## src/verilog/lc_pkg.sv

```systemverilog
`default_nettype none

package lc_pkg;

	// Message port
	localparam int FID_WIDTH = 4;
	localparam int DATA_WIDTH = 32;

	// Always-on storage
	localparam int RF_DATA_WIDTH = 24;
	localparam int RF_DEPTH = 16;
	localparam int RF_ADDR_WIDTH = $clog2(RF_DEPTH);
	localparam int MEM_DATA_WIDTH = 16;
	localparam int MEM_DEPTH = 256;
	localparam int MEM_ADDR_WIDTH = $clog2(MEM_DEPTH);

	// Interrupt lines
	localparam int INT_DEPTH = 4;
	localparam int INT_IDX_WIDTH = $clog2(INT_DEPTH);

	// Function ids
	localparam logic [FID_WIDTH-1:0] FID_REG_WR = 4'd0;
	localparam logic [FID_WIDTH-1:0] FID_REG_RD = 4'd1;
	localparam logic [FID_WIDTH-1:0] FID_MEM_WR = 4'd2;
	localparam logic [FID_WIDTH-1:0] FID_MEM_RD = 4'd3;
	localparam logic [FID_WIDTH-1:0] FID_SLEEP = 4'd4;
	localparam logic [FID_WIDTH-1:0] FID_INT = 4'd13;
	localparam logic [FID_WIDTH-1:0] FID_REPLY = 4'd14;

	// One message word per interrupt line, entry 0 in the low bits
	localparam logic [INT_DEPTH-1:0][DATA_WIDTH-1:0] INT_PAYLOAD = {
		32'hC0DE_0003,
		32'hC0DE_0002,
		32'hC0DE_0001,
		32'hC0DE_0000
	};

	// Power sequencer states
	localparam int PWR_STATE_WIDTH = 3;
	localparam logic [PWR_STATE_WIDTH-1:0] PWR_ASLEEP = 3'd0;
	localparam logic [PWR_STATE_WIDTH-1:0] PWR_ON = 3'd1;
	localparam logic [PWR_STATE_WIDTH-1:0] PWR_CLK = 3'd2;
	localparam logic [PWR_STATE_WIDTH-1:0] PWR_UNISO = 3'd3;
	localparam logic [PWR_STATE_WIDTH-1:0] PWR_AWAKE = 3'd4;
	localparam logic [PWR_STATE_WIDTH-1:0] PWR_ISO = 3'd5;
	localparam logic [PWR_STATE_WIDTH-1:0] PWR_RST = 3'd6;
	localparam logic [PWR_STATE_WIDTH-1:0] PWR_GATE = 3'd7;

	// Layer controller states
	localparam int LC_STATE_WIDTH = 3;
	localparam logic [LC_STATE_WIDTH-1:0] LC_IDLE = 3'd0;
	localparam logic [LC_STATE_WIDTH-1:0] LC_MEM_WAIT = 3'd1;
	localparam logic [LC_STATE_WIDTH-1:0] LC_REPLY = 3'd2;
	localparam logic [LC_STATE_WIDTH-1:0] LC_INT_TX = 3'd3;
	localparam logic [LC_STATE_WIDTH-1:0] LC_DONE = 3'd4;
	localparam logic [LC_STATE_WIDTH-1:0] LC_SLEEP = 3'd5;
	localparam logic [LC_STATE_WIDTH-1:0] LC_HALT = 3'd6;

	// Received word, read either as a register or as a memory access
	typedef struct packed {
		logic [DATA_WIDTH-RF_DATA_WIDTH-1:0] reg_addr;
		logic [RF_DATA_WIDTH-1:0] reg_data;
	} rf_view_t;

	typedef struct packed {
		logic [MEM_ADDR_WIDTH-1:0] mem_addr;
		logic [DATA_WIDTH-MEM_ADDR_WIDTH-MEM_DATA_WIDTH-1:0] reserved;
		logic [MEM_DATA_WIDTH-1:0] mem_data;
	} mem_view_t;

	typedef union packed {
		rf_view_t rf;
		mem_view_t mem;
	} msg_word_t;

endpackage

`default_nettype wire

```

## src/verilog/power_ctrl.sv

```systemverilog
`timescale 1ns/100ps
`default_nettype none

module power_ctrl (
	input  logic clk,
	input  logic arst_n,
	input  logic rx_req,
	input  logic [lc_pkg::INT_DEPTH-1:0] int_vector,
	input  logic lc_sleep,
	output logic lc_power,
	output logic lc_clk_en,
	output logic lc_rst_n,
	output logic lc_iso,
	// From the controller domain
	input  logic rx_ack_lc,
	input  logic tx_req_lc,
	input  logic [lc_pkg::FID_WIDTH-1:0] tx_fid_lc,
	input  logic [lc_pkg::DATA_WIDTH-1:0] tx_data_lc,
	input  logic [lc_pkg::INT_DEPTH-1:0] clr_int_lc,
	input  logic [lc_pkg::RF_DEPTH-1:0] rf_load_lc,
	input  logic [lc_pkg::RF_DATA_WIDTH-1:0] rf_wr_data_lc,
	input  logic mem_req_lc,
	input  logic mem_write_lc,
	input  logic [lc_pkg::MEM_ADDR_WIDTH-1:0] mem_addr_lc,
	input  logic [lc_pkg::MEM_DATA_WIDTH-1:0] mem_wr_data_lc,
	// Clamped copies
	output logic rx_ack,
	output logic tx_req,
	output logic [lc_pkg::FID_WIDTH-1:0] tx_fid,
	output logic [lc_pkg::DATA_WIDTH-1:0] tx_data,
	output logic [lc_pkg::INT_DEPTH-1:0] clr_int,
	output logic [lc_pkg::RF_DEPTH-1:0] rf_load,
	output logic [lc_pkg::RF_DATA_WIDTH-1:0] rf_wr_data,
	output logic mem_req,
	output logic mem_write,
	output logic [lc_pkg::MEM_ADDR_WIDTH-1:0] mem_addr,
	output logic [lc_pkg::MEM_DATA_WIDTH-1:0] mem_wr_data
);

	import lc_pkg::*;

	logic [PWR_STATE_WIDTH-1:0] state;
	logic [PWR_STATE_WIDTH-1:0] next_state;
	logic wake;

	assign wake = rx_req || (|int_vector);

	// One step per cycle in both directions
	always_comb
	begin
		next_state = state;
		case (state)
			PWR_ASLEEP: if (wake) next_state = PWR_ON;
			PWR_ON: next_state = PWR_CLK;
			PWR_CLK: next_state = PWR_UNISO;
			PWR_UNISO: next_state = PWR_AWAKE;
			PWR_AWAKE: if (lc_sleep) next_state = PWR_ISO;
			PWR_ISO: next_state = PWR_RST;
			PWR_RST: next_state = PWR_GATE;
			default: next_state = PWR_ASLEEP;
		endcase
	end

	// Controls are registered from the next state so they never glitch
	always_ff @(posedge clk or negedge arst_n)
	begin
		if (!arst_n)
		begin
			state <= PWR_ASLEEP;
			lc_power <= 1'b0;
			lc_clk_en <= 1'b0;
			lc_iso <= 1'b1;
			lc_rst_n <= 1'b0;
		end
		else
		begin
			state <= next_state;
			lc_power <= (next_state != PWR_ASLEEP);
			lc_clk_en <= next_state inside {PWR_CLK, PWR_UNISO, PWR_AWAKE, PWR_ISO, PWR_RST};
			lc_iso <= !(next_state inside {PWR_UNISO, PWR_AWAKE});
			lc_rst_n <= next_state inside {PWR_AWAKE, PWR_ISO};
		end
	end

	// Isolation clamp to zero
	assign rx_ack = rx_ack_lc & ~lc_iso;
	assign tx_req = tx_req_lc & ~lc_iso;
	assign tx_fid = tx_fid_lc & {FID_WIDTH{~lc_iso}};
	assign tx_data = tx_data_lc & {DATA_WIDTH{~lc_iso}};
	assign clr_int = clr_int_lc & {INT_DEPTH{~lc_iso}};
	assign rf_load = rf_load_lc & {RF_DEPTH{~lc_iso}};
	assign rf_wr_data = rf_wr_data_lc & {RF_DATA_WIDTH{~lc_iso}};
	assign mem_req = mem_req_lc & ~lc_iso;
	assign mem_write = mem_write_lc & ~lc_iso;
	assign mem_addr = mem_addr_lc & {MEM_ADDR_WIDTH{~lc_iso}};
	assign mem_wr_data = mem_wr_data_lc & {MEM_DATA_WIDTH{~lc_iso}};

	// Domain must never drive outputs while unpowered
	iso_when_off: assert property (@(posedge clk) disable iff (!arst_n) !lc_power |-> lc_iso)
		else $error("power_ctrl: isolation released while domain is off");

endmodule

`default_nettype wire

```

## config.mk

```make
export PLATFORM = sky130hd
export DESIGN_NAME = power_ctrl
export DESIGN_NICKNAME = d
export VERILOG_FILES = /design/src/verilog/lc_pkg.sv /design/src/verilog/power_ctrl.sv
export SDC_FILE = /design/constraint.sdc
export NUM_CORES = 1
export LEC_CHECK = 0
export ABC_AREA = 1
export BUFFER_PORTS_ARGS = -buffer_cell sky130_fd_sc_hd__buf_2
export CORE_AREA = 4 4 86 88
export CTS_CLUSTER_DIAMETER = 40
export DETAILED_ROUTE_END_ITERATION = 6
export DIE_AREA = 0 0 90 92
export GPL_TIMING_DRIVEN = 0
export PLACE_DENSITY = 0.72
export SLEW_MARGIN = 10
export SYNTH_ARGS = -nofsm -noshare
export SYNTH_HDL_FRONTEND = slang
export SYNTH_SLANG_ARGS = --single-unit
export TNS_END_PERCENT = 50
```

## constraint.sdc

```tcl
create_clock -name clk -period 1 [get_ports clk]
set_input_delay 0.15 -clock clk [delete_from_list [all_inputs] [get_ports clk]]
set_output_delay 0.15 -clock clk [all_outputs]
set_load 0.02 [all_outputs]
```

======== Word level (Yosys, flattened, before mapping) ========
Cells that the tools add are included.
word-level totals
  bits in registers ....................... 7
  input bits .............................. 116
  output and inout bits ................... 112
  word-level logic and storage cells ...... 39
operators by class
  equal/unequal tests ..................... 11
  mux-type cells .......................... 3
  bitwise gates (word level) .............. 12
  reduce and logical (&&, ||, !) cells .... 8
operators with widths
  kind                                                             number
  16-bit AND                                                       2
  32-bit AND                                                       1
  24-bit AND                                                       1
  3-bit case mux with 7 select lines                               1
  3-bit == test, second input constant                             6
  3-bit by 2-bit == test with 1-bit output, second input constant  4
  4-bit AND                                                        2
  8-bit AND                                                        1
  3-bit two-way mux                                                2
  5-bit nonzero test                                               1
  1-bit AND                                                        4
  2-bit nonzero test                                               2
  4-bit OR reduction                                               1
  3-bit by 1-bit == test with 1-bit output, second input constant  1
  3-bit logical NOT                                                1
  3-bit nonzero test                                               1
  1-bit logical NOT                                                1
  1-bit logical OR                                                 1
  1-bit NOT                                                        1

======== Logic depth before layout (Yosys ltp) ========
  word-level depth ........................ 7
  depth in mapped cells ................... 7
  gate-level depth less buffers ........... 7

======== Worst setup path before layout ========
No wires, ideal clock.
  kind .................................... register -> output
  start point ............................. register lc_iso
  end point ............................... output port mem_addr[2] (netlist bit)
  data arrival time ....................... 1.128 ns
  data required time ...................... 0.850 ns
  setup slack ............................. -0.278 ns
  cell stages (with the launch flop) ...... 5
  path buffers ............................ 3
  cell sequence ........................... dfstp_2 > buf_2 > buf_4 > buf_6 > nor2_1
on the way
  cells in the longest elaborated chain, start to end .. 2
ends and longest elaborated chain
  element                 line              source
  from (decl)             power_ctrl.sv:13  output logic lc_iso,
  from (signal assigned)  power_ctrl.sv:80  lc_iso <= !(next_state inside {PWR_UNISO, PWR_AWAKE});
  1-bit NOT               power_ctrl.sv:95  assign mem_addr = mem_addr_lc & {MEM_ADDR_WIDTH{~lc_iso}};
  8-bit AND               power_ctrl.sv:95
  to (decl)               power_ctrl.sv:36  output logic [lc_pkg::MEM_ADDR_WIDTH-1:0] mem_addr,
Every way passes these cells.

======== Worst setup path in the final report ========
  start point ............................. register lc_iso
  end point ............................... output port mem_wr_data[5] (netlist bit)
on the way
  cells in the longest elaborated chain, start to end .. 2
ends and longest elaborated chain
  element     line              source
  1-bit NOT   power_ctrl.sv:96  assign mem_wr_data = mem_wr_data_lc & {MEM_DATA_WIDTH{~lc_iso}};
  16-bit AND  power_ctrl.sv:96
  to (decl)   power_ctrl.sv:37  output logic [lc_pkg::MEM_DATA_WIDTH-1:0] mem_wr_data
Every way passes these cells.

==> results.json <==
{
  "fin_nets": 624,
  "area_delta_synth_final_pct": 135,
  "synth.largest_area_cell": "sky130_fd_sc_hd__inv_1",
  "ranking_of_synthesized_cells_by_area": "sky130_fd_sc_hd__inv_1 (35%), sky130_fd_sc_hd__nor2_1 (34%), sky130_fd_sc_hd__dfrtp_1 (12%)",
  "multiplexer_share_of_the_synthesized_area_pct": 0,
  "failed_checks": "negative setup slack",
  "postRouteWirelength_mm": 6.28,
  "die_x_um": 90,
  "ant_nets": 0,
  "status": "finished, violations left",
  "first_global_vias": 2016,
  "drt-pass1-iter-count": 6,
  "cell_area_after_synthesis_um2": 1220,
  "timing.critical_path.cells": "buf_6 > buf_8 > buf_12 > nor2_2 > buf_2",
  "antenna_cells_inserted": 0,
  "clock_insertion_delay_worst_skew_ps": 230,
  "clk_path_buf_depth": 2,
  "synth_xor_xnor_area_share_pct": 0,
  "grt_max_degree": 11,
  "synth_common_cells": "sky130_fd_sc_hd__inv_1 (115), sky130_fd_sc_hd__nor2_1 (111), sky130_fd_sc_hd__nand2_1 (13), sky130_fd_sc_hd__buf_2 (9), sky130_fd_sc_hd__dfrtp_1 (6)",
  "timing.critical_path.to_type": "output pin",
  "clock_tree_from_tritoncts": "done",
  "finalWorstSetupSlack_ps": -488,
  "synth_top_cell_area_share_pct": 35.5,
  "synth.avg_cell_area_um2": 4.50,
  "die-area_um2": 8280,
  "reg2regPathDepth": 4,
  "number_of_antenna_violations_at_the_first_check_in_global_routing": 0,
  "groute.usage.overall_pct": 13.7,
  "drt-wirelength-per-cell_um": 10.7,
  "power.leakage_nw": 2.12,
  "floorplan.initialDensity_pct": 18.3,
  "finish.utilization_pct": 43.1,
  "critPathBufInv": 4,
  "yosys_most_used_dff": "sky130_fd_sc_hd__dfrtp_1",
  "cts.sinks": 7,
  "worst-endpoint-arrival_ps": 1340,
  "final.hold.worst_slack_ps": 262,
  "timing.final.crit_period_ps": 1490,
  "max_cap_violations": 0,
  "die_height_um": 92,
  "async_reset_ff_share_pct": 100,
  "post_synth_fa_ha_maj_area_fraction_pct": 0,
  "setup_viol": 110,
  "setup.reg_to_reg.worst_slack_ps": -30,
  "power_per_standard_cell_area_nw_per_um2": 2460,
  "clock-skew-final_ps": 0.245,
  "cts.htree.levels": 1,
  "cp-startpoint": "lc_iso",
  "compound_gate_portion_of_the_synthesized_area_pct": 1.95,
  "drive_gt1_share_pct": 57.0,
  "worst-path-stages": 5,
  "port-buffer-count": 227,
  "synth-seq-cells": 7,
  "max_stage_delay_ps": 540,
  "gp_congestion": 0.880,
  "finalMaxSlewViolations": 0,
  "cpLargestDelayFamily": "flip-flops",
  "dr.first_iter.drc_count": 40,
  "hold_path.class": "in2reg",
  "critPathKind": "reg2out",
  "vias_per_cell": 3.73,
  "rsz0062_at_grt": "true",
  "fp.coreArea_um2": 6640,
  "wire_length_of_the_first_global_routing_pass_mm": 9.65,
  "synth_top_family_by_area": "buffers and inverters",
  "vias": 2191,
  "mappedNetlistNets": 386,
  "remaining_drc_errors": 0,
  "worstSetupEndpoint": "mem_wr_data[5]",
  "achievable-frequency_mhz": 672,
  "cts_made_buffers": 3,
  "cts_root_buf": "sky130_fd_sc_hd__clkbuf_8",
  "cp-start-kind": "flop",
  "design_area_um2": 2860,
  "num_rows": 30,
  "timing.final.hold_violations": 0,
  "slowest_stage": "sky130_fd_sc_hd__dfstp_2",
  "placed_cell_area_um2": 2540,
  "worst_r2r_endpoint": "lc_power",
  "synthesis.yosys.warnings": 0,
  "ios": 228,
  "worst-slew-pin-transition_ps": 151,
  "netlist_instances": 270,
  "crit_required_ps": 850,
  "clk_pin_slew_worst_paths_ps": 40,
  "area_share_of_and_or_nand_nor_cells_after_synthesis_pct": 41.6,
  "slew_headroom_pct": 89.9,
  "synth_edf_count": 0,
  "dp.final_hpwl_mm": 5.10,
  "synth_seq_area_share_pct": 14.5,
  "critical_path.max_fanout": 10,
  "synth_most_common_cell": "sky130_fd_sc_hd__inv_1",
  "peakVddDrop_v": 0.00140,
  "synth_cell_types": 16,
  "finalCritPeriodShare_pct": 149,
  "r2r-start": "state[2]",
  "globalRoute.totalOverflow": 0
}
[area by class of cell]
| class | instances | area [um2] |
|---|---|---|
| clock buffers | 4 | 45.0 |
| well taps | 80 | 100 |
| repair buffers | 234 | 1340 |
| plain buffers | 11 | 125 |
| fillers | 677 | 3780 |
| multi-input cells | 135 | 638 |
| inverters | 116 | 435 |
| flip-flops and latches | 7 | 178 |
[flip-flops by register name, summed over array words and instances, names as in the netlist]
name / cells
lc_clk_en: 1
lc_iso: 1
lc_power: 1
lc_rst_n: 1
state: 3
[tightest hold or removal path: stages]
cell                      delay (ps)
sky130_fd_sc_hd__buf_2            70
sky130_fd_sc_hd__nand2_1          40
sky130_fd_sc_hd__nand2_1          50
sky130_fd_sc_hd__nand2_1          70
sky130_fd_sc_hd__nand2_1          70
[worst min-delay path by stage]
stage	from	to	slack, ps	depth (start not counted)
finish	lc_sleep	state[0]	260	5
global placement	arst_n	state[0]	-10	1
floorplan	arst_n	lc_clk_en	-150	0
detailed placement	arst_n	state[0]	-9	1
CTS	lc_sleep	state[0]	260	5
global route	int_vector[0]	state[0]	300	5
[power by group]
part           switching [mW]  internal [mW]
sequential              0.109          0.444
combinational            3.67           2.42
clock                   0.120          0.276
total                    3.89           3.14
[through the flow]
stage / power, mW / setup slack (ps) / TNS (ps) / instances
after floorplan: 4.09 / -203 / -17620 / 270
after global placement: 5.77 / -337 / -29350 / 577
after detailed placement: 5.85 / -335 / -29730 / 577
after CTS: 7.00 / -557 / -56540 / 589
after global routing: 7.60 / -554 / -56530 / 587
final: 7.04 / -488 / -48830 / 587
[repair_timing]
item | 4_1_cts | 5_1_grt
pin swaps | 1 | 4
cloned | 2 | 0
endpoints found under the setup margin | 111 | 114
hold endpoints to repair | 7 | 0
hold buffers | 1 | 0
buffers inserted | 5 | 0
gates resized for setup | 46 | 29
[routing by layer]
layer	share of wire [%]	routed length, um	GRT usage, %
met4	1.1	72	3.83
met5	0	0	0
met2	53	3350	25.5
met1	37	2310	15.3
met3	8.7	547	3.45
[cell usage in the layout (no fill, tap or decap), drive strengths merged, types with 3 or more instances in the layout]
cell    instances
o21ai           4
nand2          15
buf           240
dfrtp           6
nand3           3
nor2          112
clkbuf          8
inv           116
[cells by family (layout without fill, tap and decap cells)]
logic type	Yosys count	in the layout
and+or+nand+nor	131	131
AOI/OAI and AO/OA	4	4
buffers and inverters	128	365
DFF	7	7
No activity file was read; power rests on OpenSTA's default activity.
