### config.mk
export PLATFORM = sky130hd
export DESIGN_NAME = layer_ctrl
export DESIGN_NICKNAME = d
export VERILOG_FILES = /design/src/verilog/lc_pkg.sv /design/src/verilog/layer_ctrl.sv
export SDC_FILE = /design/constraint.sdc
export NUM_CORES = 1
export LEC_CHECK = 0
export BUFFER_PORTS_ARGS = -buffer_cell sky130_fd_sc_hd__buf_2
export CORE_AREA = 2 2 218 220
export DETAILED_ROUTE_END_ITERATION = 12
export DIE_AREA = 0 0 220 222
export HOLD_SLACK_MARGIN = 0.06
export SYNTH_ARGS = -nofsm -noshare
export SYNTH_HDL_FRONTEND = slang
export SYNTH_SLANG_ARGS = --single-unit
### constraint.sdc
create_clock -name clk -period 5 [get_ports clk]
set_clock_uncertainty 0.2 [all_clocks]
set_input_delay 0.25 -clock clk [delete_from_list [all_inputs] [get_ports clk]]
set_output_delay 0.25 -clock clk [all_outputs]
set_load 0.005 [all_outputs]
### src/verilog/lc_pkg.sv
`default_nettype none

package lc_pkg;

	// Message port
	localparam int FID_WIDTH = 4;
	localparam int DATA_WIDTH = 32;

	// Always-on storage
	localparam int RF_DATA_WIDTH = 24;
	localparam int RF_DEPTH = 16;
	localparam int RF_ADDR_WIDTH = $clog2(RF_DEPTH);
	localparam int MEM_DATA_WIDTH = 16;
	localparam int MEM_DEPTH = 256;
	localparam int MEM_ADDR_WIDTH = $clog2(MEM_DEPTH);

	// Interrupt lines
	localparam int INT_DEPTH = 4;
	localparam int INT_IDX_WIDTH = $clog2(INT_DEPTH);

	// Function ids
	localparam logic [FID_WIDTH-1:0] FID_REG_WR = 4'd0;
	localparam logic [FID_WIDTH-1:0] FID_REG_RD = 4'd1;
	localparam logic [FID_WIDTH-1:0] FID_MEM_WR = 4'd2;
	localparam logic [FID_WIDTH-1:0] FID_MEM_RD = 4'd3;
	localparam logic [FID_WIDTH-1:0] FID_SLEEP = 4'd4;
	localparam logic [FID_WIDTH-1:0] FID_INT = 4'd13;
	localparam logic [FID_WIDTH-1:0] FID_REPLY = 4'd14;

	// One message word per interrupt line, entry 0 in the low bits
	localparam logic [INT_DEPTH-1:0][DATA_WIDTH-1:0] INT_PAYLOAD = {
		32'hC0DE_0003,
		32'hC0DE_0002,
		32'hC0DE_0001,
		32'hC0DE_0000
	};

	// Power sequencer states
	localparam int PWR_STATE_WIDTH = 3;
	localparam logic [PWR_STATE_WIDTH-1:0] PWR_ASLEEP = 3'd0;
	localparam logic [PWR_STATE_WIDTH-1:0] PWR_ON = 3'd1;
	localparam logic [PWR_STATE_WIDTH-1:0] PWR_CLK = 3'd2;
	localparam logic [PWR_STATE_WIDTH-1:0] PWR_UNISO = 3'd3;
	localparam logic [PWR_STATE_WIDTH-1:0] PWR_AWAKE = 3'd4;
	localparam logic [PWR_STATE_WIDTH-1:0] PWR_ISO = 3'd5;
	localparam logic [PWR_STATE_WIDTH-1:0] PWR_RST = 3'd6;
	localparam logic [PWR_STATE_WIDTH-1:0] PWR_GATE = 3'd7;

	// Layer controller states
	localparam int LC_STATE_WIDTH = 3;
	localparam logic [LC_STATE_WIDTH-1:0] LC_IDLE = 3'd0;
	localparam logic [LC_STATE_WIDTH-1:0] LC_MEM_WAIT = 3'd1;
	localparam logic [LC_STATE_WIDTH-1:0] LC_REPLY = 3'd2;
	localparam logic [LC_STATE_WIDTH-1:0] LC_INT_TX = 3'd3;
	localparam logic [LC_STATE_WIDTH-1:0] LC_DONE = 3'd4;
	localparam logic [LC_STATE_WIDTH-1:0] LC_SLEEP = 3'd5;
	localparam logic [LC_STATE_WIDTH-1:0] LC_HALT = 3'd6;

	// Received word, read either as a register or as a memory access
	typedef struct packed {
		logic [DATA_WIDTH-RF_DATA_WIDTH-1:0] reg_addr;
		logic [RF_DATA_WIDTH-1:0] reg_data;
	} rf_view_t;

	typedef struct packed {
		logic [MEM_ADDR_WIDTH-1:0] mem_addr;
		logic [DATA_WIDTH-MEM_ADDR_WIDTH-MEM_DATA_WIDTH-1:0] reserved;
		logic [MEM_DATA_WIDTH-1:0] mem_data;
	} mem_view_t;

	typedef union packed {
		rf_view_t rf;
		mem_view_t mem;
	} msg_word_t;

endpackage

`default_nettype wire

### src/verilog/layer_ctrl.sv
`timescale 1ns/100ps
`default_nettype none

module layer_ctrl (
	input  logic clk,
	input  logic arst_n,
	input  logic lc_clk_en,
	input  logic lc_rst_n,
	input  logic rx_req,
	input  logic [lc_pkg::FID_WIDTH-1:0] rx_fid,
	input  logic [lc_pkg::DATA_WIDTH-1:0] rx_data,
	output logic rx_ack,
	output logic tx_req,
	output logic [lc_pkg::FID_WIDTH-1:0] tx_fid,
	output logic [lc_pkg::DATA_WIDTH-1:0] tx_data,
	input  logic tx_ack,
	input  logic [lc_pkg::INT_DEPTH-1:0] int_vector,
	output logic [lc_pkg::INT_DEPTH-1:0] clr_int,
	output logic lc_sleep,
	output logic [lc_pkg::RF_DATA_WIDTH-1:0] rf_wr_data,
	output logic [lc_pkg::RF_DEPTH-1:0] rf_load,
	input  logic [lc_pkg::RF_DEPTH*lc_pkg::RF_DATA_WIDTH-1:0] rf_rd_data,
	output logic mem_req,
	output logic mem_write,
	output logic [lc_pkg::MEM_ADDR_WIDTH-1:0] mem_addr,
	output logic [lc_pkg::MEM_DATA_WIDTH-1:0] mem_wr_data,
	input  logic mem_ack,
	input  logic [lc_pkg::MEM_DATA_WIDTH-1:0] mem_rd_data
);

	import lc_pkg::*;

	logic ctrl_rst_n;
	logic [LC_STATE_WIDTH-1:0] state;
	msg_word_t rx_word;
	msg_word_t rf_reply;
	msg_word_t mem_reply;
	logic reg_valid;
	logic [RF_ADDR_WIDTH-1:0] reg_idx;
	logic [RF_DATA_WIDTH-1:0] rf_value;
	logic int_any;
	logic [INT_IDX_WIDTH-1:0] int_sel;
	logic [INT_IDX_WIDTH-1:0] int_idx;

	// Held in reset by the sequencer as well as by the system reset
	assign ctrl_rst_n = arst_n & lc_rst_n;

	assign rx_word = rx_data;
	assign reg_valid = (rx_word.rf.reg_addr < RF_DEPTH);
	assign reg_idx = rx_word.rf.reg_addr[RF_ADDR_WIDTH-1:0];
	assign rf_value = reg_valid ? rf_rd_data[reg_idx*RF_DATA_WIDTH +: RF_DATA_WIDTH] : '0;
	assign int_any = |int_vector;

	// Reply words in the same layout as the request
	always_comb
	begin
		rf_reply.rf.reg_addr = rx_word.rf.reg_addr;
		rf_reply.rf.reg_data = rf_value;
		mem_reply.mem.mem_addr = mem_addr;
		mem_reply.mem.reserved = '0;
		mem_reply.mem.mem_data = mem_rd_data;
	end

	// Lowest-numbered line wins
	always_comb
	begin
		int_sel = '0;
		for (int i = INT_DEPTH - 1; i >= 0; i--)
		begin
			if (int_vector[i])
				int_sel = INT_IDX_WIDTH'(i);
		end
	end

	always_ff @(posedge clk or negedge ctrl_rst_n)
	begin
		if (!ctrl_rst_n)
		begin
			state <= LC_IDLE;
			rx_ack <= 1'b0;
			tx_req <= 1'b0;
			clr_int <= '0;
			lc_sleep <= 1'b0;
			rf_load <= '0;
			mem_req <= 1'b0;
		end
		else if (lc_clk_en)
		begin
			// Pulses last a single cycle
			rx_ack <= 1'b0;
			clr_int <= '0;
			lc_sleep <= 1'b0;
			rf_load <= '0;
			mem_req <= 1'b0;
			case (state)
				LC_IDLE:
				begin
					if (rx_req)
					begin
						case (rx_fid)
							FID_REG_WR:
							begin
								if (reg_valid)
									rf_load[reg_idx] <= 1'b1;
								rx_ack <= 1'b1;
								state <= LC_DONE;
							end
							FID_REG_RD:
							begin
								tx_req <= 1'b1;
								state <= LC_REPLY;
							end
							FID_MEM_WR, FID_MEM_RD:
							begin
								mem_req <= 1'b1;
								state <= LC_MEM_WAIT;
							end
							FID_SLEEP:
							begin
								rx_ack <= 1'b1;
								state <= LC_SLEEP;
							end
							// Unknown ids are acknowledged and dropped
							default:
							begin
								rx_ack <= 1'b1;
								state <= LC_DONE;
							end
						endcase
					end
					else if (int_any)
					begin
						tx_req <= 1'b1;
						state <= LC_INT_TX;
					end
				end
				LC_MEM_WAIT:
				begin
					if (mem_ack && mem_write)
					begin
						rx_ack <= 1'b1;
						state <= LC_DONE;
					end
					else if (mem_ack)
					begin
						tx_req <= 1'b1;
						state <= LC_REPLY;
					end
				end
				LC_REPLY:
				begin
					if (tx_ack)
					begin
						tx_req <= 1'b0;
						rx_ack <= 1'b1;
						state <= LC_DONE;
					end
				end
				LC_INT_TX:
				begin
					if (tx_ack)
					begin
						tx_req <= 1'b0;
						clr_int[int_idx] <= 1'b1;
						state <= LC_DONE;
					end
				end
				LC_SLEEP:
				begin
					lc_sleep <= 1'b1;
					state <= LC_HALT;
				end
				// Lets the sender drop its request before the next accept
				LC_DONE: state <= LC_IDLE;
				// Wait here for the power-down reset
				default: state <= LC_HALT;
			endcase
		end
	end

	// Payload captured at accept, and mem read data on mem_ack
	always_ff @(posedge clk)
	begin
		if (lc_clk_en)
		begin
			case (state)
				LC_IDLE:
				begin
					if (rx_req)
					begin
						rf_wr_data <= rx_word.rf.reg_data;
						mem_addr <= rx_word.mem.mem_addr;
						mem_wr_data <= rx_word.mem.mem_data;
						mem_write <= (rx_fid == FID_MEM_WR);
						tx_fid <= FID_REPLY;
						tx_data <= rf_reply;
					end
					else if (int_any)
					begin
						tx_fid <= FID_INT;
						tx_data <= INT_PAYLOAD[int_sel];
						int_idx <= int_sel;
					end
				end
				LC_MEM_WAIT:
				begin
					if (mem_ack)
						tx_data <= mem_reply;
				end
				default: ;
			endcase
		end
	end

	tx_hold: assert property (@(posedge clk) disable iff (!ctrl_rst_n)
		tx_req && !tx_ack |=> tx_req && $stable(tx_data) && $stable(tx_fid))
		else $error("layer_ctrl: transmit word changed before tx_ack");

	rf_load_onehot: assert property (@(posedge clk) disable iff (!ctrl_rst_n) $onehot0(rf_load))
		else $error("layer_ctrl: more than one register strobe");

endmodule

`default_nettype wire

**After elaboration in Yosys (flattened, before gate mapping)**

Index checks and enable logic that the tools add are counted.

- Register bits: 112
- Output and inout port bits: 109
- Input port bits: 447
- Logic and storage cells: 102

- $mul: 1
- Shift operators: 1
- Bitwise operators: 2
- $lt $le $gt $ge: 6
- Muxes and demuxes: 45
- Reductions and logical operators: 18
- Eq/ne operators: 15

Operators with widths:

| kind | number |
|---|---|
| 384-bit by 10-bit indexed part select with 24-bit output | 1 |
| 32-bit 2-to-1 mux | 4 |
| 32-bit binary-select mux with 2-bit select | 1 |
| 16-bit 2-to-1 mux | 4 |
| 32-bit one-hot mux with 2 select lines | 1 |
| 24-bit 2-to-1 mux | 1 |
| 1-bit 2-to-1 mux | 16 |
| 3-bit 2-to-1 mux | 5 |
| 3-bit one-hot mux with 4 select lines | 1 |
| 4-bit AND reduction | 3 |
| 2-bit 2-to-1 mux | 5 |
| 3-bit one-hot mux with 3 select lines | 1 |
| 4-bit by 2-bit equality test with 1-bit output, second input constant | 2 |
| 8-bit by 5-bit less-than comparator with 1-bit output, second input constant | 1 |
| 4-bit 2-to-1 mux | 2 |
| 7-bit AND reduction | 1 |
| 3-bit by 2-bit equality test with 1-bit output, second input constant | 2 |
| 3-bit equality test, second input constant | 2 |
| 2-bit by 3-bit less-than comparator with 1-bit output, second input constant | 2 |
| 4-bit by 2-bit multiplier with 6-bit output, second input constant | 1 |
| 3-bit inequality test, second input constant | 2 |
| 1-bit one-hot mux with 3 select lines | 2 |
| 3-bit AND reduction | 2 |
| 4-bit by 5-bit less-than comparator with 1-bit output, second input constant | 1 |
| other kinds (20) | 25 |

**Logic depth before layout (Yosys ltp)**

- Depth after elaboration: 9
- Mapped depth: 8
- Gate-level depth less buffers: 5

**Least setup slack after synthesis**

OpenSTA, ideal clock, no wires.

- Path kind: register -> register
- Start point: register state[2]
- End point: register tx_data[0] (netlist name) (enable)
- Data required time: 4.287 ns
- Data arrival time: 4.087 ns
- Setup time: 0.513 ns
- Slack: 0.200 ns
- Stages on the path, launching flop included: 5
- Path buffers: 1
- Period minus slack after synthesis: 4.800 ns
- Cells stage by stage: dfrtp_1 -> clkbuf_1 -> inv_1 -> nand2_1 -> nor4b_1

- Longest elaborated chain between the ends: 3
- Elaborated cells between the ends (all ways): 6
- Those cells by class: eq/ne: 3; reduce/logical: 3

Ends and longest elaborated chain:

| item | RTL line | text |
|---|---|---|
| start: declaration | layer_ctrl.sv:34 | `logic [LC_STATE_WIDTH-1:0] state;` |
| start signal: assignment | layer_ctrl.sv:79 | `state <= LC_IDLE;` |
| start signal: assignment | layer_ctrl.sv:106 | `state <= LC_DONE;` |
| start signal: assignment | layer_ctrl.sv:111 | `state <= LC_REPLY;` |
| 3-bit by 1-bit equality test with 1-bit output or 3-bit zero test (tied branches) | layer_ctrl.sv:186 | `case (state)` |
| 2-bit inequality test (no line) (tied with other cells) | -- |  |
| 4-bit AND reduction (no line) (*) | -- |  |
| end signal: assignment | layer_ctrl.sv:196 | `tx_data <= rf_reply;` |
| end signal: assignment | layer_ctrl.sv:201 | `tx_data <= INT_PAYLOAD[int_sel];` |
| end signal: assignment | layer_ctrl.sv:208 | `tx_data <= mem_reply;` |
| end: declaration | layer_ctrl.sv:15 | `output logic [lc_pkg::DATA_WIDTH-1:0] tx_data,` |

Mark *: on every way between the ends. The rest lies on a longest branch, timed or not.
A chain may end at the register's enable or synchronous reset.

**Worst setup path in the final report**

- Start point: register state[1]
- End point: register tx_data[1] (netlist name) (data pin)

- Longest elaborated chain between the ends: 2
- Elaborated cells between the ends (all ways): 3
- Those cells by class: eq/ne: 1; mux: 1; reduce/logical: 1

Ends and longest elaborated chain:

| item | RTL line |
|---|---|
| 3-bit by 1-bit equality test with 1-bit output or 3-bit zero test (tied branches) | layer_ctrl.sv:186 |
| 32-bit one-hot mux with 2 select lines (*) | layer_ctrl.sv:186 |

Marks and branches as above.

==> results.py <==
metrics = {
    "pwr": {
        "power_density_nw_per_um2": 236.8,
        "internal_power_mw": 1.733,
        "power.combinational.fraction_pct": 32.9,
        "clkPwrFrac_pct": 26.9,
        "p_seq_share_pct": 40.2,
        "sw_frac_of_total_pct": 33.20,
        "ir_drop_v": 0.0002342,
        "p_leak_nw": 4.891,
        "p_switching_mw": 0.8611,
    },
    "synthesis": {
        "yosys-top-cells-count": "98 x mux4_2, 91 x nand2_1, 69 x edfxtp_1, 40 x nand3_1, 27 x dfrtp_1",
        "seq_area_frac_synth_pct": 40.38,
        "ys_types": 38,
        "synth_top_area_share_pct": 32.44,
        "synth.avg_cell_area_um2": 12.94,
        "syn_inst": 526,
        "ys.flop_type": "edfxtp_1",
        "yosysMostFrequentCell": "mux4_2",
        "yosys_warnings": 0,
        "yosysTopAreaCell": "mux4_2",
        "async_flop_share_pct": 28.13,
        "synth_edf_count": 69,
        "synth.area.top_cells": "mux4_2 32%, edfxtp_1 30%, dfrtp_1 9.9%",
        "synth.cell_area_um2": 6804,
        "yosys_register_bits": 96,
    },
    "clock_network": {
        "cts_resized": 0,
        "clock_path_buffers": 2,
        "numCtsBuffers": 9,
        "cts.clk_slew.worst_paths_ns": 0.07,
        "cts_tree": "yes",
        "cts_sinks": 96,
        "h-tree-depth": 3,
        "clkLatencyLatePin_ns": 0.36,
        "post_cts_buffers": 0,
        "hold_buffers": 52,
        "cts-root-buf": "clkbuf_16",
    },
    "setup_path": {
        "arrival_ns": 2.87,
        "worst_ep_required_time_ns": 5.00,
        "cpMostUsedCell": "nand3_1",
        "worstSetupPathType": "flop to flop",
        "cpPeakStageDelay_ns": 0.89,
        "cp-end-kind": "flop",
        "r2r_cells": 5,
        "r2r_start": "state[1]$_DFFE_PN0P_",
        "crit_start": "state[1]$_DFFE_PN0P_",
        "worstPathMaxFanout": 18,
        "crit_family": "simple AND/OR/NAND/NOR gates",
        "crit_slowest_cell": "and3_1",
        "start_kind": "flop",
        "cp_cell_sequence": "inv_1 > nand3_1 > and3_1 > nand3_1 > o211ai_1",
        "worst-path-buf-inv": 1,
        "r2r_slack_ns": 2.13,
        "r2r-end": "tx_data[1]$_DFFE_PP_",
    },
    "place": {
        "port_buffers": 553,
        "dp_cells": 1637,
        "gp_congestion": 0.9171,
        "dpl_worst_slack_ns": 1.986,
        "dpl_cell_area_um2": 10120,
        "dpl.hpwl_mm": 31.40,
    },
    "layout": {
        "syn_to_final_growth_pct": 60.96,
        "final_cell_area_um2": 10950,
        "fillCellCount": 4997,
        "final_cells": 1716,
        "drive_gt1_share_pct": 62.30,
        "fin_nets": 1540,
    },
    "timing": {
        "final.setup.worst_slack_ns": 2.131,
        "finalCritPeriodShare_pct": 57.38,
        "fin_tns_setup_ns": 0,
        "layout_min_cycle_time_ns": 2.869,
        "finalHoldViolCount": 0,
        "slew_headroom_pct": 31.53,
        "grt_setup_unrepaired": "false",
        "max_freq_mhz": 348.5,
        "worst_pin_slew_ns": 1.025,
        "setup_viol": 0,
        "slew_violations": 0,
        "hold_ws_ns": 0.1026,
    },
    "run_status": {
        "status": "finished, final reports clean",
    },
    "die": {
        "die_y_um": 222,
        "fp.dieArea_um2": 48840,
        "ios": 556,
        "start_util_pct": 14.71,
        "die_x_um": 220,
        "coreArea_um2": 46260,
        "rows": 79,
    },
    "worst_hold_path": {
        "whs_endpoint": "tx_fid[1]$_SDFFCE_PP1P_",
        "hold_path_class": "primary input to flop",
        "holdPathStages": 1,
        "holdCritStartpoint": "rx_req",
    },
    "global_routing": {
        "grt_util_all_layers_pct": 14.95,
        "grt_pass1_wl_mm": 52.18,
        "grt_pass1_vias": 7750,
        "grt_max_degree": 64,
        "antenna_found_initial": 15,
        "grt.overflow.total": 0,
    },
    "routing": {
        "firstDrtPassIters": 5,
        "vias": 7405,
        "wl_per_cell_um": 21.99,
        "dr.first_iter.drc_count": 627,
        "vias_per_cell": 4.315,
        "drcViolationCount": 0,
        "totalWireLength_mm": 37.73,
        "ant_nets": 0,
    },
    "run": {
        "max_cap_viol_count": 0,
    },
}
-- cell usage in the layout, fill, tap and decap left out, types with 6 or more instances in the layout --
cell type and instances:
o221ai_1 6, a21oi_1 7, a32o_1 16, nand2_1 91, diode_2 11, mux4_2 98, dlygate4sd3_1 52, nand3_1 40
mux2i_1 13, o21ai_0 7, nor2_1 14, edfxtp_1 69, o2bb2ai_1 19, buf_2 551, buf_4 13, inv_1 12
dfrtp_1 27, clkbuf_16 9
-- how the worst max path moves through the flow --
stage	endpoint	slack, ns	cells past startpoint
after global routing	tx_data[1]$_DFFE_PP_	1.90	5
after global placement	tx_data[15]$_DFFE_PP_	2.03	6
after floorplan	tx_data[0]$_DFFE_PP_	0.20	4
final	tx_data[1]$_DFFE_PP_	2.13	5
after detailed placement	tx_data[15]$_DFFE_PP_	1.99	6
after CTS	tx_data[1]$_DFFE_PP_	2.01	5
-- sequential cells by signal, indices dropped and copies added, names as in the netlist --
signal,flops
tx_data,32
rf_wr_data,24
rf_load,16
mem_addr,8
clr_int,4
state,3
int_idx,2
tx_fid,2
lc_sleep,1
mem_req,1
mem_write,1
rx_ack,1
tx_req,1
-- power groups by stage --
| stage | Combinational, mW | Sequential [mW] | Clock (mW) |
|---|---|---|---|
| 2_1_floorplan | 0.424 | 1.03 | 0 |
| 3_3_place_gp | 0.831 | 1.06 | 0 |
| 3_5_place_dp | 0.834 | 1.06 | 0 |
| 4_1_cts | 0.872 | 1.04 | 0.738 |
| 5_1_grt | 0.937 | 1.05 | 0.759 |
| 6_report | 0.852 | 1.04 | 0.699 |
-- kinds of logic after synthesis --
group / share of synthesized area [%]
other cells: 0.05511
flops: 40.38
simple gates: 10.96
compound gates: 8.367
buf+inv: 5.884
mux: 34.35
-- per-stage QoR --
stage | power, mW | util, %
after CTS | 2.651 | 23.62
final | 2.594 | 23.67
after global routing | 2.747 | 23.66
after global placement | 1.888 | 21.89
after detailed placement | 1.892 | 21.89
after floorplan | 1.459 | -
-- layer usage --
metal / GRT usage, % / wire length, um
met1: 16.02 / 13770
met4: 5.153 / 1088
met5: 0 / 24
met2: 27.59 / 19810
met3: 4.390 / 3034
-- final cells by class --
class / instances / area (um^2) / share of cell area, %
multi-input combinational: 354 / 3679 / 33.59
timing repair buffer: 618 / 3407 / 31.11
sequential: 96 / 2748 / 25.09
tap: 607 / 759.5 / 6.935
clock buffer: 9 / 225.2 / 2.056
clock inverter: 7 / 53.80 / 0.4913
inverter: 14 / 52.55 / 0.4798
antenna: 11 / 27.53 / 0.2513
No activity file was read; power rests on OpenSTA's default activity.
