<file path="src/verilog/lc_pkg.sv">
`default_nettype none

package lc_pkg;

	// Message port
	localparam int FID_WIDTH = 4;
	localparam int DATA_WIDTH = 32;

	// Always-on storage
	localparam int RF_DATA_WIDTH = 24;
	localparam int RF_DEPTH = 16;
	localparam int RF_ADDR_WIDTH = $clog2(RF_DEPTH);
	localparam int MEM_DATA_WIDTH = 16;
	localparam int MEM_DEPTH = 256;
	localparam int MEM_ADDR_WIDTH = $clog2(MEM_DEPTH);

	// Interrupt lines
	localparam int INT_DEPTH = 4;
	localparam int INT_IDX_WIDTH = $clog2(INT_DEPTH);

	// Function ids
	localparam logic [FID_WIDTH-1:0] FID_REG_WR = 4'd0;
	localparam logic [FID_WIDTH-1:0] FID_REG_RD = 4'd1;
	localparam logic [FID_WIDTH-1:0] FID_MEM_WR = 4'd2;
	localparam logic [FID_WIDTH-1:0] FID_MEM_RD = 4'd3;
	localparam logic [FID_WIDTH-1:0] FID_SLEEP = 4'd4;
	localparam logic [FID_WIDTH-1:0] FID_INT = 4'd13;
	localparam logic [FID_WIDTH-1:0] FID_REPLY = 4'd14;

	// One message word per interrupt line, entry 0 in the low bits
	localparam logic [INT_DEPTH-1:0][DATA_WIDTH-1:0] INT_PAYLOAD = {
		32'hC0DE_0003,
		32'hC0DE_0002,
		32'hC0DE_0001,
		32'hC0DE_0000
	};

	// Power sequencer states
	localparam int PWR_STATE_WIDTH = 3;
	localparam logic [PWR_STATE_WIDTH-1:0] PWR_ASLEEP = 3'd0;
	localparam logic [PWR_STATE_WIDTH-1:0] PWR_ON = 3'd1;
	localparam logic [PWR_STATE_WIDTH-1:0] PWR_CLK = 3'd2;
	localparam logic [PWR_STATE_WIDTH-1:0] PWR_UNISO = 3'd3;
	localparam logic [PWR_STATE_WIDTH-1:0] PWR_AWAKE = 3'd4;
	localparam logic [PWR_STATE_WIDTH-1:0] PWR_ISO = 3'd5;
	localparam logic [PWR_STATE_WIDTH-1:0] PWR_RST = 3'd6;
	localparam logic [PWR_STATE_WIDTH-1:0] PWR_GATE = 3'd7;

	// Layer controller states
	localparam int LC_STATE_WIDTH = 3;
	localparam logic [LC_STATE_WIDTH-1:0] LC_IDLE = 3'd0;
	localparam logic [LC_STATE_WIDTH-1:0] LC_MEM_WAIT = 3'd1;
	localparam logic [LC_STATE_WIDTH-1:0] LC_REPLY = 3'd2;
	localparam logic [LC_STATE_WIDTH-1:0] LC_INT_TX = 3'd3;
	localparam logic [LC_STATE_WIDTH-1:0] LC_DONE = 3'd4;
	localparam logic [LC_STATE_WIDTH-1:0] LC_SLEEP = 3'd5;
	localparam logic [LC_STATE_WIDTH-1:0] LC_HALT = 3'd6;

	// Received word, read either as a register or as a memory access
	typedef struct packed {
		logic [DATA_WIDTH-RF_DATA_WIDTH-1:0] reg_addr;
		logic [RF_DATA_WIDTH-1:0] reg_data;
	} rf_view_t;

	typedef struct packed {
		logic [MEM_ADDR_WIDTH-1:0] mem_addr;
		logic [DATA_WIDTH-MEM_ADDR_WIDTH-MEM_DATA_WIDTH-1:0] reserved;
		logic [MEM_DATA_WIDTH-1:0] mem_data;
	} mem_view_t;

	typedef union packed {
		rf_view_t rf;
		mem_view_t mem;
	} msg_word_t;

endpackage

`default_nettype wire

</file>
<file path="src/verilog/rf_ctrl.sv">
`timescale 1ns/100ps
`default_nettype none

module rf_ctrl (
	input  logic clk,
	input  logic arst_n,
	input  logic [lc_pkg::RF_DEPTH-1:0] rf_load,
	input  logic [lc_pkg::RF_DATA_WIDTH-1:0] rf_wr_data,
	output logic [lc_pkg::RF_DEPTH*lc_pkg::RF_DATA_WIDTH-1:0] rf_rd_data
);

	import lc_pkg::*;

	logic [RF_DEPTH-1:0][RF_DATA_WIDTH-1:0] regs;

	// Each register has its own load strobe
	always_ff @(posedge clk or negedge arst_n)
	begin
		if (!arst_n)
			regs <= '0;
		else
		begin
			for (int i = 0; i < RF_DEPTH; i++)
			begin
				if (rf_load[i])
					regs[i] <= rf_wr_data;
			end
		end
	end

	// Register i sits at bits [i*RF_DATA_WIDTH +: RF_DATA_WIDTH]
	assign rf_rd_data = regs;

	// Checked after the isolation clamp, on the always-on side
	load_onehot: assert property (@(posedge clk) disable iff (!arst_n) $onehot0(rf_load))
		else $error("rf_ctrl: several registers loaded at once");

endmodule

`default_nettype wire

</file>
<file path="config.mk">
export PLATFORM = sky130hd
export DESIGN_NAME = rf_ctrl
export DESIGN_NICKNAME = d
export VERILOG_FILES = /design/src/verilog/lc_pkg.sv /design/src/verilog/rf_ctrl.sv
export SDC_FILE = /design/constraint.sdc
export NUM_CORES = 1
export LEC_CHECK = 0
export ABC_AREA = 1
export BUFFER_PORTS_ARGS = -buffer_cell sky130_fd_sc_hd__buf_4
export CAP_MARGIN = 0
export CORE_UTILIZATION = 55
export CTS_CLUSTER_SIZE = 40
export DETAILED_ROUTE_END_ITERATION = 16
export PLACE_DENSITY = 0.86
export SLEW_MARGIN = 30
export SYNTH_ARGS = -nofsm -noshare
export SYNTH_HDL_FRONTEND = slang
export SYNTH_SLANG_ARGS = --single-unit
</file>
<file path="constraint.sdc">
create_clock -name clk -period 1.3 [get_ports clk]
set_input_delay 0.065 -clock clk [delete_from_list [all_inputs] [get_ports clk]]
set_output_delay 0.065 -clock clk [all_outputs]
set_load 0.05 [all_outputs]
</file>
### Yosys cells after proc, flatten, opt, wreduce, memory -nomap -nowiden

Cells that the tools add are included.

| storage, ports and cells | value |
|---|---|
| register bits after elaboration | 384 |
| bits in latches | 0 |
| RAM bits | 0 |
| ROM bits | 0 |
| input port bits | 42 |
| output and inout port bits | 384 |
| memories | 0 |

| operators by class | value |
|---|---|
| add/subtract/negate cells | 0 |
| multipliers | 0 |
| div/mod/pow operators | 0 |
| $lt $le $gt $ge | 0 |
| eq/ne operators | 0 |
| shift-type cells | 0 |
| mux-type cells | 0 |
| bitwise operators | 0 |
| reductions and logical operators | 0 |

### Longest topological paths before layout

Gate-level depths: netlist (run 1).

| depth | value |
|---|---|
| depth in word-level cells | 0 |
| depth in mapped cells | 5 |

### Worst setup path before layout (run 1)

No wires, ideal clock.

| timing path | value |
|---|---|
| path kind | register to register |
| start | reg, netlist name rf_rd_data[109] |
| end | reg regs (netlist bit rf_rd_data[109]) |
| setup time | 0.119 ns |
| data arrival time | 0.718 ns |
| required time | 1.181 ns |
| path slack | 0.463 ns |
| cell stages (with the launch flop) | 3 |
| path buffers | 0 |
| cell sequence | dfrtp_1 nand2_2 nand2_1 |

RTL lines:

| element | RTL line | source |
|---|---|---|
| to (signal, indexed assignment) | rf_ctrl.sv:26 | `regs[i] <= rf_wr_data;` |
| to (decl) | rf_ctrl.sv:14 | `logic [RF_DEPTH-1:0][RF_DATA_WIDTH-1:0] regs;` |

### Worst setup path after layout (run 1)

| timing path | value |
|---|---|
| start | reg regs (netlist bit rf_rd_data[169]) |
| end | out rf_rd_data[169] (netlist bit) |

RTL lines:

| element | RTL line | source |
|---|---|---|
| to (decl) | rf_ctrl.sv:9 | `output logic [lc_pkg::RF_DEPTH*lc_pkg::RF_DATA_WIDTH-1:0] rf_rd_data` |

No word-level cell between the ends.

==> results.sh, run 1 <==
export IMPL_synth_area_leaders="dfrtp_1, nand2_1, buf_6, buf_4, nand2_2"
export IMPL_root_buffer="clkbuf_16"
export IMPL_fin_crit_sh_pct=95.7
export IMPL_grt_pass1_vias=13373
export IMPL_h_tree_depth=2
export IMPL_io_pins=426
export IMPL_layout_commonest_cell="nand2_1"
export IMPL_tightestPinTransition_ns=0.547
export IMPL_hold_path_class="in -> async"
export IMPL_cp_arrival_ns=1.18
export IMPL_synth_top_cell_by_area="dfrtp_1"
export IMPL_ir_drop_uv=1370
export IMPL_cts_buffers_inserted=39
export IMPL_syn_to_final_growth_pct=30.6
export IMPL_drc_errors=0
export IMPL_wl_um=49600
export IMPL_cts_resized=0
export IMPL_nets=2131
export IMPL_synth_seq_area_share_pct=62.9
export IMPL_clkTransAtPathRegs_ns=0.06
export IMPL_path_delay_family="flip-flops"
export IMPL_setup_violations_final=0
export IMPL_endpoint_kind="primary output"
export IMPL_drtAntennaViolNets=0
export IMPL_critPathMaxFanout=2
export IMPL_syn_nets=1722
export IMPL_postCtsSetupBuffers=0
export IMPL_finalWeightedCongestion=0.861
export IMPL_io_buffers=425
export IMPL_power_leakage_nw=11.2
export IMPL_syn_avg_cell_area_um2=9.09
export IMPL_fmax_mhz=804
export IMPL_dp_hpwl_um=31900
export IMPL_cts_buffer_depth=3
export IMPL_clk_latency_ns=0.51
export IMPL_finalHoldViolCount=0
export IMPL_post_place_ws_ns=0.414
export IMPL_fill_cells=1756
export IMPL_die_w_um=169
export IMPL_start_kind="flip-flop"
export IMPL_postCtsHoldBufs=47
export IMPL_overflow=0
export IMPL_required_ns=1.24
export IMPL_netlist_area_um2=15300
export IMPL_yosysUniqueCellTypes=11
export IMPL_placementRows=60
export IMPL_cap_violations=0
export IMPL_largest_reg_flops=384
export IMPL_crit_buf_inv=1
export IMPL_grt_max_degree=49
export IMPL_viasPerCell=5.34
export IMPL_power_total_mw=33.6
export IMPL_cts_tree="done"
export IMPL_rsz0062_at_grt="false"
export IMPL_wl_per_cell_um=19.9
export IMPL_setup_slack_ns=0.0561
export IMPL_dieArea_um2=28400
export IMPL_ys_seq_elements=384
export IMPL_initialDrtViolationCount=1176
export IMPL_ys_warn_count=0
export IMPL_critical_path_cell_chain="buf_4"
export IMPL_core_area_um2=27100
export IMPL_num_vias=13279
export IMPL_yosys_area_top_type_share_pct=62.9
export IMPL_slowest_stage="dfrtp_1"
export IMPL_dieHeight_um=169
export IMPL_slowest_delay_ns=0.43
export IMPL_tns_ns=0
export IMPL_path_class="reg -> out"
export IMPL_cts_sinks=384
export IMPL_syn_inst=1680
export IMPL_power_density_nw_per_um2=1690
export IMPL_diodes=0
export IMPL_slew_headroom_pct=63.6
export IMPL_drive_gt1_share_pct=27.3
export IMPL_final_cell_mix="nand2_1, buf_4, dfrtp_1"
export IMPL_start_util_pct=56.3
export IMPL_min_period_ns=1.24
export IMPL_antenna_found_initial=0
export IMPL_grt_pass1_wl_um=75200
export IMPL_status="finished clean"
export IMPL_skew_ns=0
export IMPL_drt_first_pass_iters=5
export IMPL_slew_violations=0
export IMPL_grt_use_total_pct=34.9
cell type report:
type	count	area, um^2	area share (%)
clock inverter	10	130	0.653
sequential	384	9610	48.2
multi-input combinational	1152	4450	22.3
inverter	16	108	0.540
tap	372	465	2.33
timing repair buffer	496	3960	19.9
clock buffer	59	1210	6.09
per-layer routing:
layer	wire length [um]	GRT usage (%)
met1	18300	42.6
met2	23700	57.0
met4	2630	18.7
met3	4990	9.28
met5	0	0
worst paths after layout:
path / startpoint / to / slack (ns) / cells after the start
setup reg to reg: rf_rd_data[253] / rf_rd_data[253] / 0.60 / 2
max in group asynchronous: arst_n / rf_rd_data[158] / 0.55 / 3
min in group clk: rf_load[9] / rf_rd_data[228] / 0.45 / 4
hold reg to reg: rf_rd_data[346] / rf_rd_data[346] / 0.47 / 2
setup / recovery: rf_rd_data[169] / rf_rd_data[169] / 0.06 / 1
hold / removal: arst_n / rf_rd_data[209] / 0.10 / 2
report_power, final:
part	leakage (nW)	internal (mW)	switching (mW)
Combinational	5.87	2.11	6.13
Sequential	4.68	13.0	0.745
Clock	0.661	7.03	4.57
Total	11.2	22.2	11.4
per-stage QoR:
step | utilization, % | area, um^2 | hold WS [ns] | instances
detailed placement | 66.9 | 18100 | 0.0385 | 2373
CTS | 73.6 | 19900 | 0.0940 | 2489
finish | 73.6 | 19900 | 0.104 | 2489
global placement | 66.9 | 18100 | 0.0377 | 2373
global route | 73.6 | 19900 | 0.134 | 2489
floorplan | - | 15300 | -0.231 | 1680
worst register-to-register path, delay by kind of cell (launching register included):
kind / cells / cell delay (ns)
flip-flops: 1 / 0.41
AND/OR/NAND/NOR: 2 / 0.18
kinds of logic (layout without fill, tap and decap cells):
logic type / Yosys count / in the layout / share of synthesized area, %
simple gates: 1152 / 1152 / 29.1
flops: 384 / 384 / 62.9
buf+inv: 144 / 581 / 7.92
synth_stat cells:
cell	number
buf_2	2
buf_4	53
buf_6	48
buf_8	1
clkbuf_2	22
clkbuf_8	2
dfrtp_1	384
inv_4	13
inv_6	3
nand2_1	1102
nand2_2	50
No activity file was read; power rests on OpenSTA's default activity.
==> run 2: changes to the inputs <==
CORE_UTILIZATION = 52   (was 55)
MAX_ROUTING_LAYER = met4   (was unset)
PLACE_DENSITY = 0.83   (was 0.86)
SLEW_MARGIN = 20   (was 30)
clock period = 1.2 ns   (was 1.3 ns; I/O delays follow)
==> results.sh, run 2 (synthesis results as in run 1) <==
export IMPL_status="finished clean"
export IMPL_power_density_nw_per_um2=1800
export IMPL_finalWeightedCongestion=0.834
export IMPL_cts_buffers_inserted=40
export IMPL_diodes=0
export IMPL_grt_use_total_pct=33.6
export IMPL_dieHeight_um=173
export IMPL_nets=2132
export IMPL_cp_arrival_ns=1.12
export IMPL_skew_ns=0
export IMPL_power_total_mw=36.2
export IMPL_grt_max_degree=76
export IMPL_multi_input_area_um2=4450
export IMPL_start_kind="flip-flop"
export IMPL_stdcell_count=2501
export IMPL_fin_crit_sh_pct=98.7
export IMPL_ir_drop_uv=1400
export IMPL_slowest_delay_ns=0.45
export IMPL_root_buffer="clkbuf_16"
export IMPL_rsz0062_at_grt="true"
export IMPL_core_area_um2=28800
export IMPL_seqCellArea_um2=9610
export IMPL_dp_hpwl_um=32300
export IMPL_cts_tree="done"
export IMPL_hold_path_class="in -> async"
export IMPL_viasPerCell=5.25
export IMPL_placementRows=62
export IMPL_clkTransAtPathRegs_ns=0.06
export IMPL_io_pins=426
export IMPL_fmax_mhz=844
export IMPL_wl_um=48900
export IMPL_slowest_stage="dfrtp_2"
export IMPL_syn_to_final_growth_pct=31.6
export IMPL_finalHoldViolCount=0
export IMPL_endpoint_kind="primary output"
export IMPL_tightestPinTransition_ns=0.422
export IMPL_setup_violations_final=0
export IMPL_h_tree_depth=2
export IMPL_path_delay_family="flip-flops"
export IMPL_drt_first_pass_iters=6
export IMPL_wl_per_cell_um=19.6
export IMPL_ff2ff_path_depth=3
export IMPL_final_cell_mix="nand2_1, buf_4, dfrtp_1"
export IMPL_antenna_found_initial=0
export IMPL_drive_gt1_share_pct=27.3
export IMPL_overflow=0
export IMPL_critPathMaxFanout=2
export IMPL_required_ns=1.14
export IMPL_drtAntennaViolNets=0
export IMPL_io_buffers=425
export IMPL_drc_errors=0
export IMPL_start_util_pct=53.0
export IMPL_slew_headroom_pct=71.9
export IMPL_power_leakage_nw=11.2
export IMPL_dieArea_um2=30000
export IMPL_grt_pass1_wl_um=74900
export IMPL_placed_area_um2=18100
export IMPL_worst_path_stages=1
export IMPL_setup_slack_ns=0.0153
export IMPL_post_place_ws_ns=0.352
export IMPL_tns_ns=0
export IMPL_crit_buf_inv=1
export IMPL_fill_cells=1993
export IMPL_placed_cells=2387
export IMPL_slew_violations=0
export IMPL_largest_reg_flops=384
export IMPL_min_period_ns=1.18
export IMPL_cap_violations=0
export IMPL_path_class="reg -> out"
export IMPL_initialDrtViolationCount=1104
export IMPL_design_area_um2=20100
export IMPL_cts_sinks=384
export IMPL_grt_pass1_vias=13085
export IMPL_num_vias=13126
export IMPL_die_w_um=173
export IMPL_clk_latency_ns=0.51
export IMPL_cts_buffer_depth=3
export IMPL_layout_commonest_cell="nand2_1"
export IMPL_critical_path_cell_chain="buf_6"
run 2: changes by cell type in the layout (fill, tap and decap cells not counted), sizes merged:
cell	previous run	this run
clkbuf	59	63
buf	449	452
dlygate4sd3	47	44
clkinvlp	2	0
bufinv	3	2
clkinv	5	4
run 2: final timing paths:
kind	slack, ns	endpoint	start
worst max-delay path	0.02	rf_rd_data[247]	rf_rd_data[247]
worst min-delay path	0.0008	rf_rd_data[36]	arst_n
worst max register to register	0.42	rf_rd_data[249]	rf_rd_data[249]
worst min register to register	0.47	rf_rd_data[310]	rf_rd_data[310]
max in group asynchronous	0.51	rf_rd_data[41]	arst_n
min in group clk	0.45	rf_rd_data[267]	rf_load[11]
run 2: layout make-up:
class / instances / share of cell area (%)
Inverter: 16 / 0.535
Clock inverter: 6 / 0.398
Multi-Input combinational cell: 1152 / 22.1
Sequential cell: 384 / 47.8
Tap cell: 384 / 2.39
Clock buffer: 63 / 6.06
Timing Repair Buffer: 496 / 20.6
run 2: what timing repair did:
item                                    in CTS  in global routing
hold buffers                                44                  0
resized for setup                           17                 40
hold endpoints to repair                   768                  0
setup buffers                                0                  1
endpoints found under the setup margin      15                 44
run 2: report_power, final:
part	leakage, nW	internal (mW)	total [mW]	switching [mW]
logic	5.93	2.38	9.01	6.63
clock network	0.641	7.36	12.3	4.92
registers	4.67	14.1	14.9	0.806
run 2: stage by stage:
step	utilization [%]	hold WS [ns]
CTS	69.3	-0.0181
global placement	63.0	-0.0860
detailed placement	63.0	-0.0836
finish	69.8	0.000845
floorplan	-	-0.236
global route	69.8	0.00423
run 2: layer usage:
layer  up-vias  share of wire [%]  track usage, %
met4         0                5.1            16.2
li1       5799                  -               -
met1      6382                 37            41.4
met3       169                9.9            7.00
met5         -                  0               -
met2       776                 48            53.1
==> run 3: changes to the inputs <==
CORE_MARGIN = 1.5   (was unset)
CORE_UTILIZATION = 55   (was 52)
PLACE_DENSITY = 0.86   (was 0.83)
SLEW_MARGIN = 10   (was 20)
clock period = 1.4 ns   (was 1.2 ns; I/O delays follow)
==> results.sh, run 3 (synthesis results as in run 1) <==
export IMPL_finalHoldViolCount=0
export IMPL_ff2ff_path_depth=2
export IMPL_slowest_stage="dfrtp_1"
export IMPL_viasPerCell=5.35
export IMPL_initialDrtViolationCount=1145
export IMPL_slowest_delay_ns=0.43
export IMPL_grt_pass1_vias=13233
export IMPL_cap_violations=0
export IMPL_swShare_pct=34.3
export IMPL_r2r_start="rf_rd_data[235]"
export IMPL_cts_buffers_inserted=39
export IMPL_tightestPinTransition_ns=0.432
export IMPL_tns_ns=0
export IMPL_clk_latency_ns=0.51
export IMPL_skew_ns=0
export IMPL_hold_path_class="in -> async"
export IMPL_finalWeightedCongestion=0.881
export IMPL_power_leakage_nw=11.1
export IMPL_power_frac_clock_pct=34.3
export IMPL_dieHeight_um=170
export IMPL_antenna_found_initial=0
export IMPL_power_density_nw_per_um2=1570
export IMPL_setup_violations_final=0
export IMPL_slew_violations=0
export IMPL_nets=2123
export IMPL_clkTransAtPathRegs_ns=0.06
export IMPL_postCtsSetupBuffers=0
export IMPL_wl_per_cell_um=19.8
export IMPL_status="finished clean"
export IMPL_diodes=0
export IMPL_cp_arrival_ns=1.17
export IMPL_placementRows=60
export IMPL_h_tree_depth=2
export IMPL_ir_drop_uv=1000
export IMPL_largest_reg_flops=384
export IMPL_rr_endpoint="rf_rd_data[235]"
export IMPL_min_period_ns=1.24
export IMPL_grt_pass1_wl_um=74600
export IMPL_required_ns=1.33
export IMPL_endpoint_kind="primary output"
export IMPL_dieArea_um2=28800
export IMPL_p_int_mw=20.4
export IMPL_dp_hpwl_um=31500
export IMPL_slew_headroom_pct=71.2
export IMPL_num_vias=13253
export IMPL_drt_first_pass_iters=6
export IMPL_start_util_pct=56.3
export IMPL_path_class="reg -> out"
export IMPL_grt_use_total_pct=35.1
export IMPL_final_cell_mix="nand2_1, buf_4, dfrtp_1"
export IMPL_drc_errors=0
export IMPL_drive_gt1_share_pct=27.2
export IMPL_fill_cells=1802
export IMPL_cts_buffer_depth=3
export IMPL_fmax_mhz=806
export IMPL_comb_power_share_pct=24.5
export IMPL_grt_max_degree=57
export IMPL_io_buffers=425
export IMPL_seqPwrFrac_pct=41.1
export IMPL_drtAntennaViolNets=0
export IMPL_path_delay_family="flip-flops"
export IMPL_hold_slack_ns=0.0738
export IMPL_start_kind="flip-flop"
export IMPL_critPathMaxFanout=2
export IMPL_switchingPower_mw=10.7
export IMPL_layout_commonest_cell="nand2_1"
export IMPL_core_area_um2=27100
export IMPL_rsz0062_at_grt="false"
export IMPL_seqCellArea_um2=9610
export IMPL_critical_path_cell_chain="buf_4"
export IMPL_cts_tree="done"
export IMPL_fin_crit_sh_pct=88.6
export IMPL_syn_to_final_growth_pct=29.6
export IMPL_io_pins=426
export IMPL_crit_buf_inv=1
export IMPL_cts_sinks=384
export IMPL_die_w_um=170
export IMPL_wl_um=49100
export IMPL_root_buffer="clkbuf_16"
export IMPL_overflow=0
export IMPL_multi_input_area_um2=4450
export IMPL_r2r_slack_ns=0.71
run 3: repair_timing:
action	in CTS	in global routing
hold buffers	43	0
endpoints found under the hold margin	768	0
endpoints found under the setup margin	0	0
resized for setup	0	0
run 3: how the worst max path moves through the flow:
stage	from	to	depth (start not counted)	slack, ns
after floorplan	rf_rd_data[109]	rf_rd_data[109]	2	0.56
after global placement	rf_load[0]	rf_rd_data[23]	4	0.58
after detailed placement	rf_load[5]	rf_rd_data[138]	4	0.54
after CTS	rf_rd_data[109]	rf_rd_data[109]	1	0.15
after global routing	rf_rd_data[109]	rf_rd_data[109]	1	0.14
final	rf_rd_data[109]	rf_rd_data[109]	1	0.16
run 3: layout make-up:
class / instances / area share [%]
clock buffers: 54 / 5.89
clock inverters: 13 / 0.771
inverters: 16 / 0.544
multi-input cells: 1152 / 22.5
flip-flops and latches: 384 / 48.6
well taps: 372 / 2.35
repair buffers: 488 / 19.4
run 3: through the flow:
stage	util, %	worst slack (ns)	cells	area, um^2	power (mW)
5_1_grt	73.0	0.140	2479	19800	31.9
3_5_place_dp	66.6	0.537	2369	18000	20.4
4_1_cts	73.0	0.147	2479	19800	31.0
2_1_floorplan	-	0.563	1680	15300	17.8
3_3_place_gp	66.6	0.576	2369	18000	20.2
6_report	73.0	0.160	2479	19800	31.0
run 3: power by group through the flow:
stage / sequential, mW / clock, mW / combinational (mW)
2_1_floorplan: 16.3 / 0 / 1.52
4_1_cts: 12.7 / 10.7 / 7.59
6_report: 12.8 / 10.7 / 7.61
3_5_place_dp: 12.9 / 0 / 7.46
3_3_place_gp: 12.9 / 0 / 7.33
5_1_grt: 12.9 / 11.1 / 7.95
run 3: routing by layer:
metal,share of wire (%),vias up,global-route usage [%]
met5,0,-,-
met4,4.6,0,16.5
met3,11,163,7.53
met2,48,949,56.6
met1,36,6377,42.6
li1,-,5764,-
run 3: worst reg2reg max path: cells and delay by family (launching register included):
family | cells | cell delay [ns]
and+or+nand+nor | 2 | 0.18
DFF | 1 | 0.40
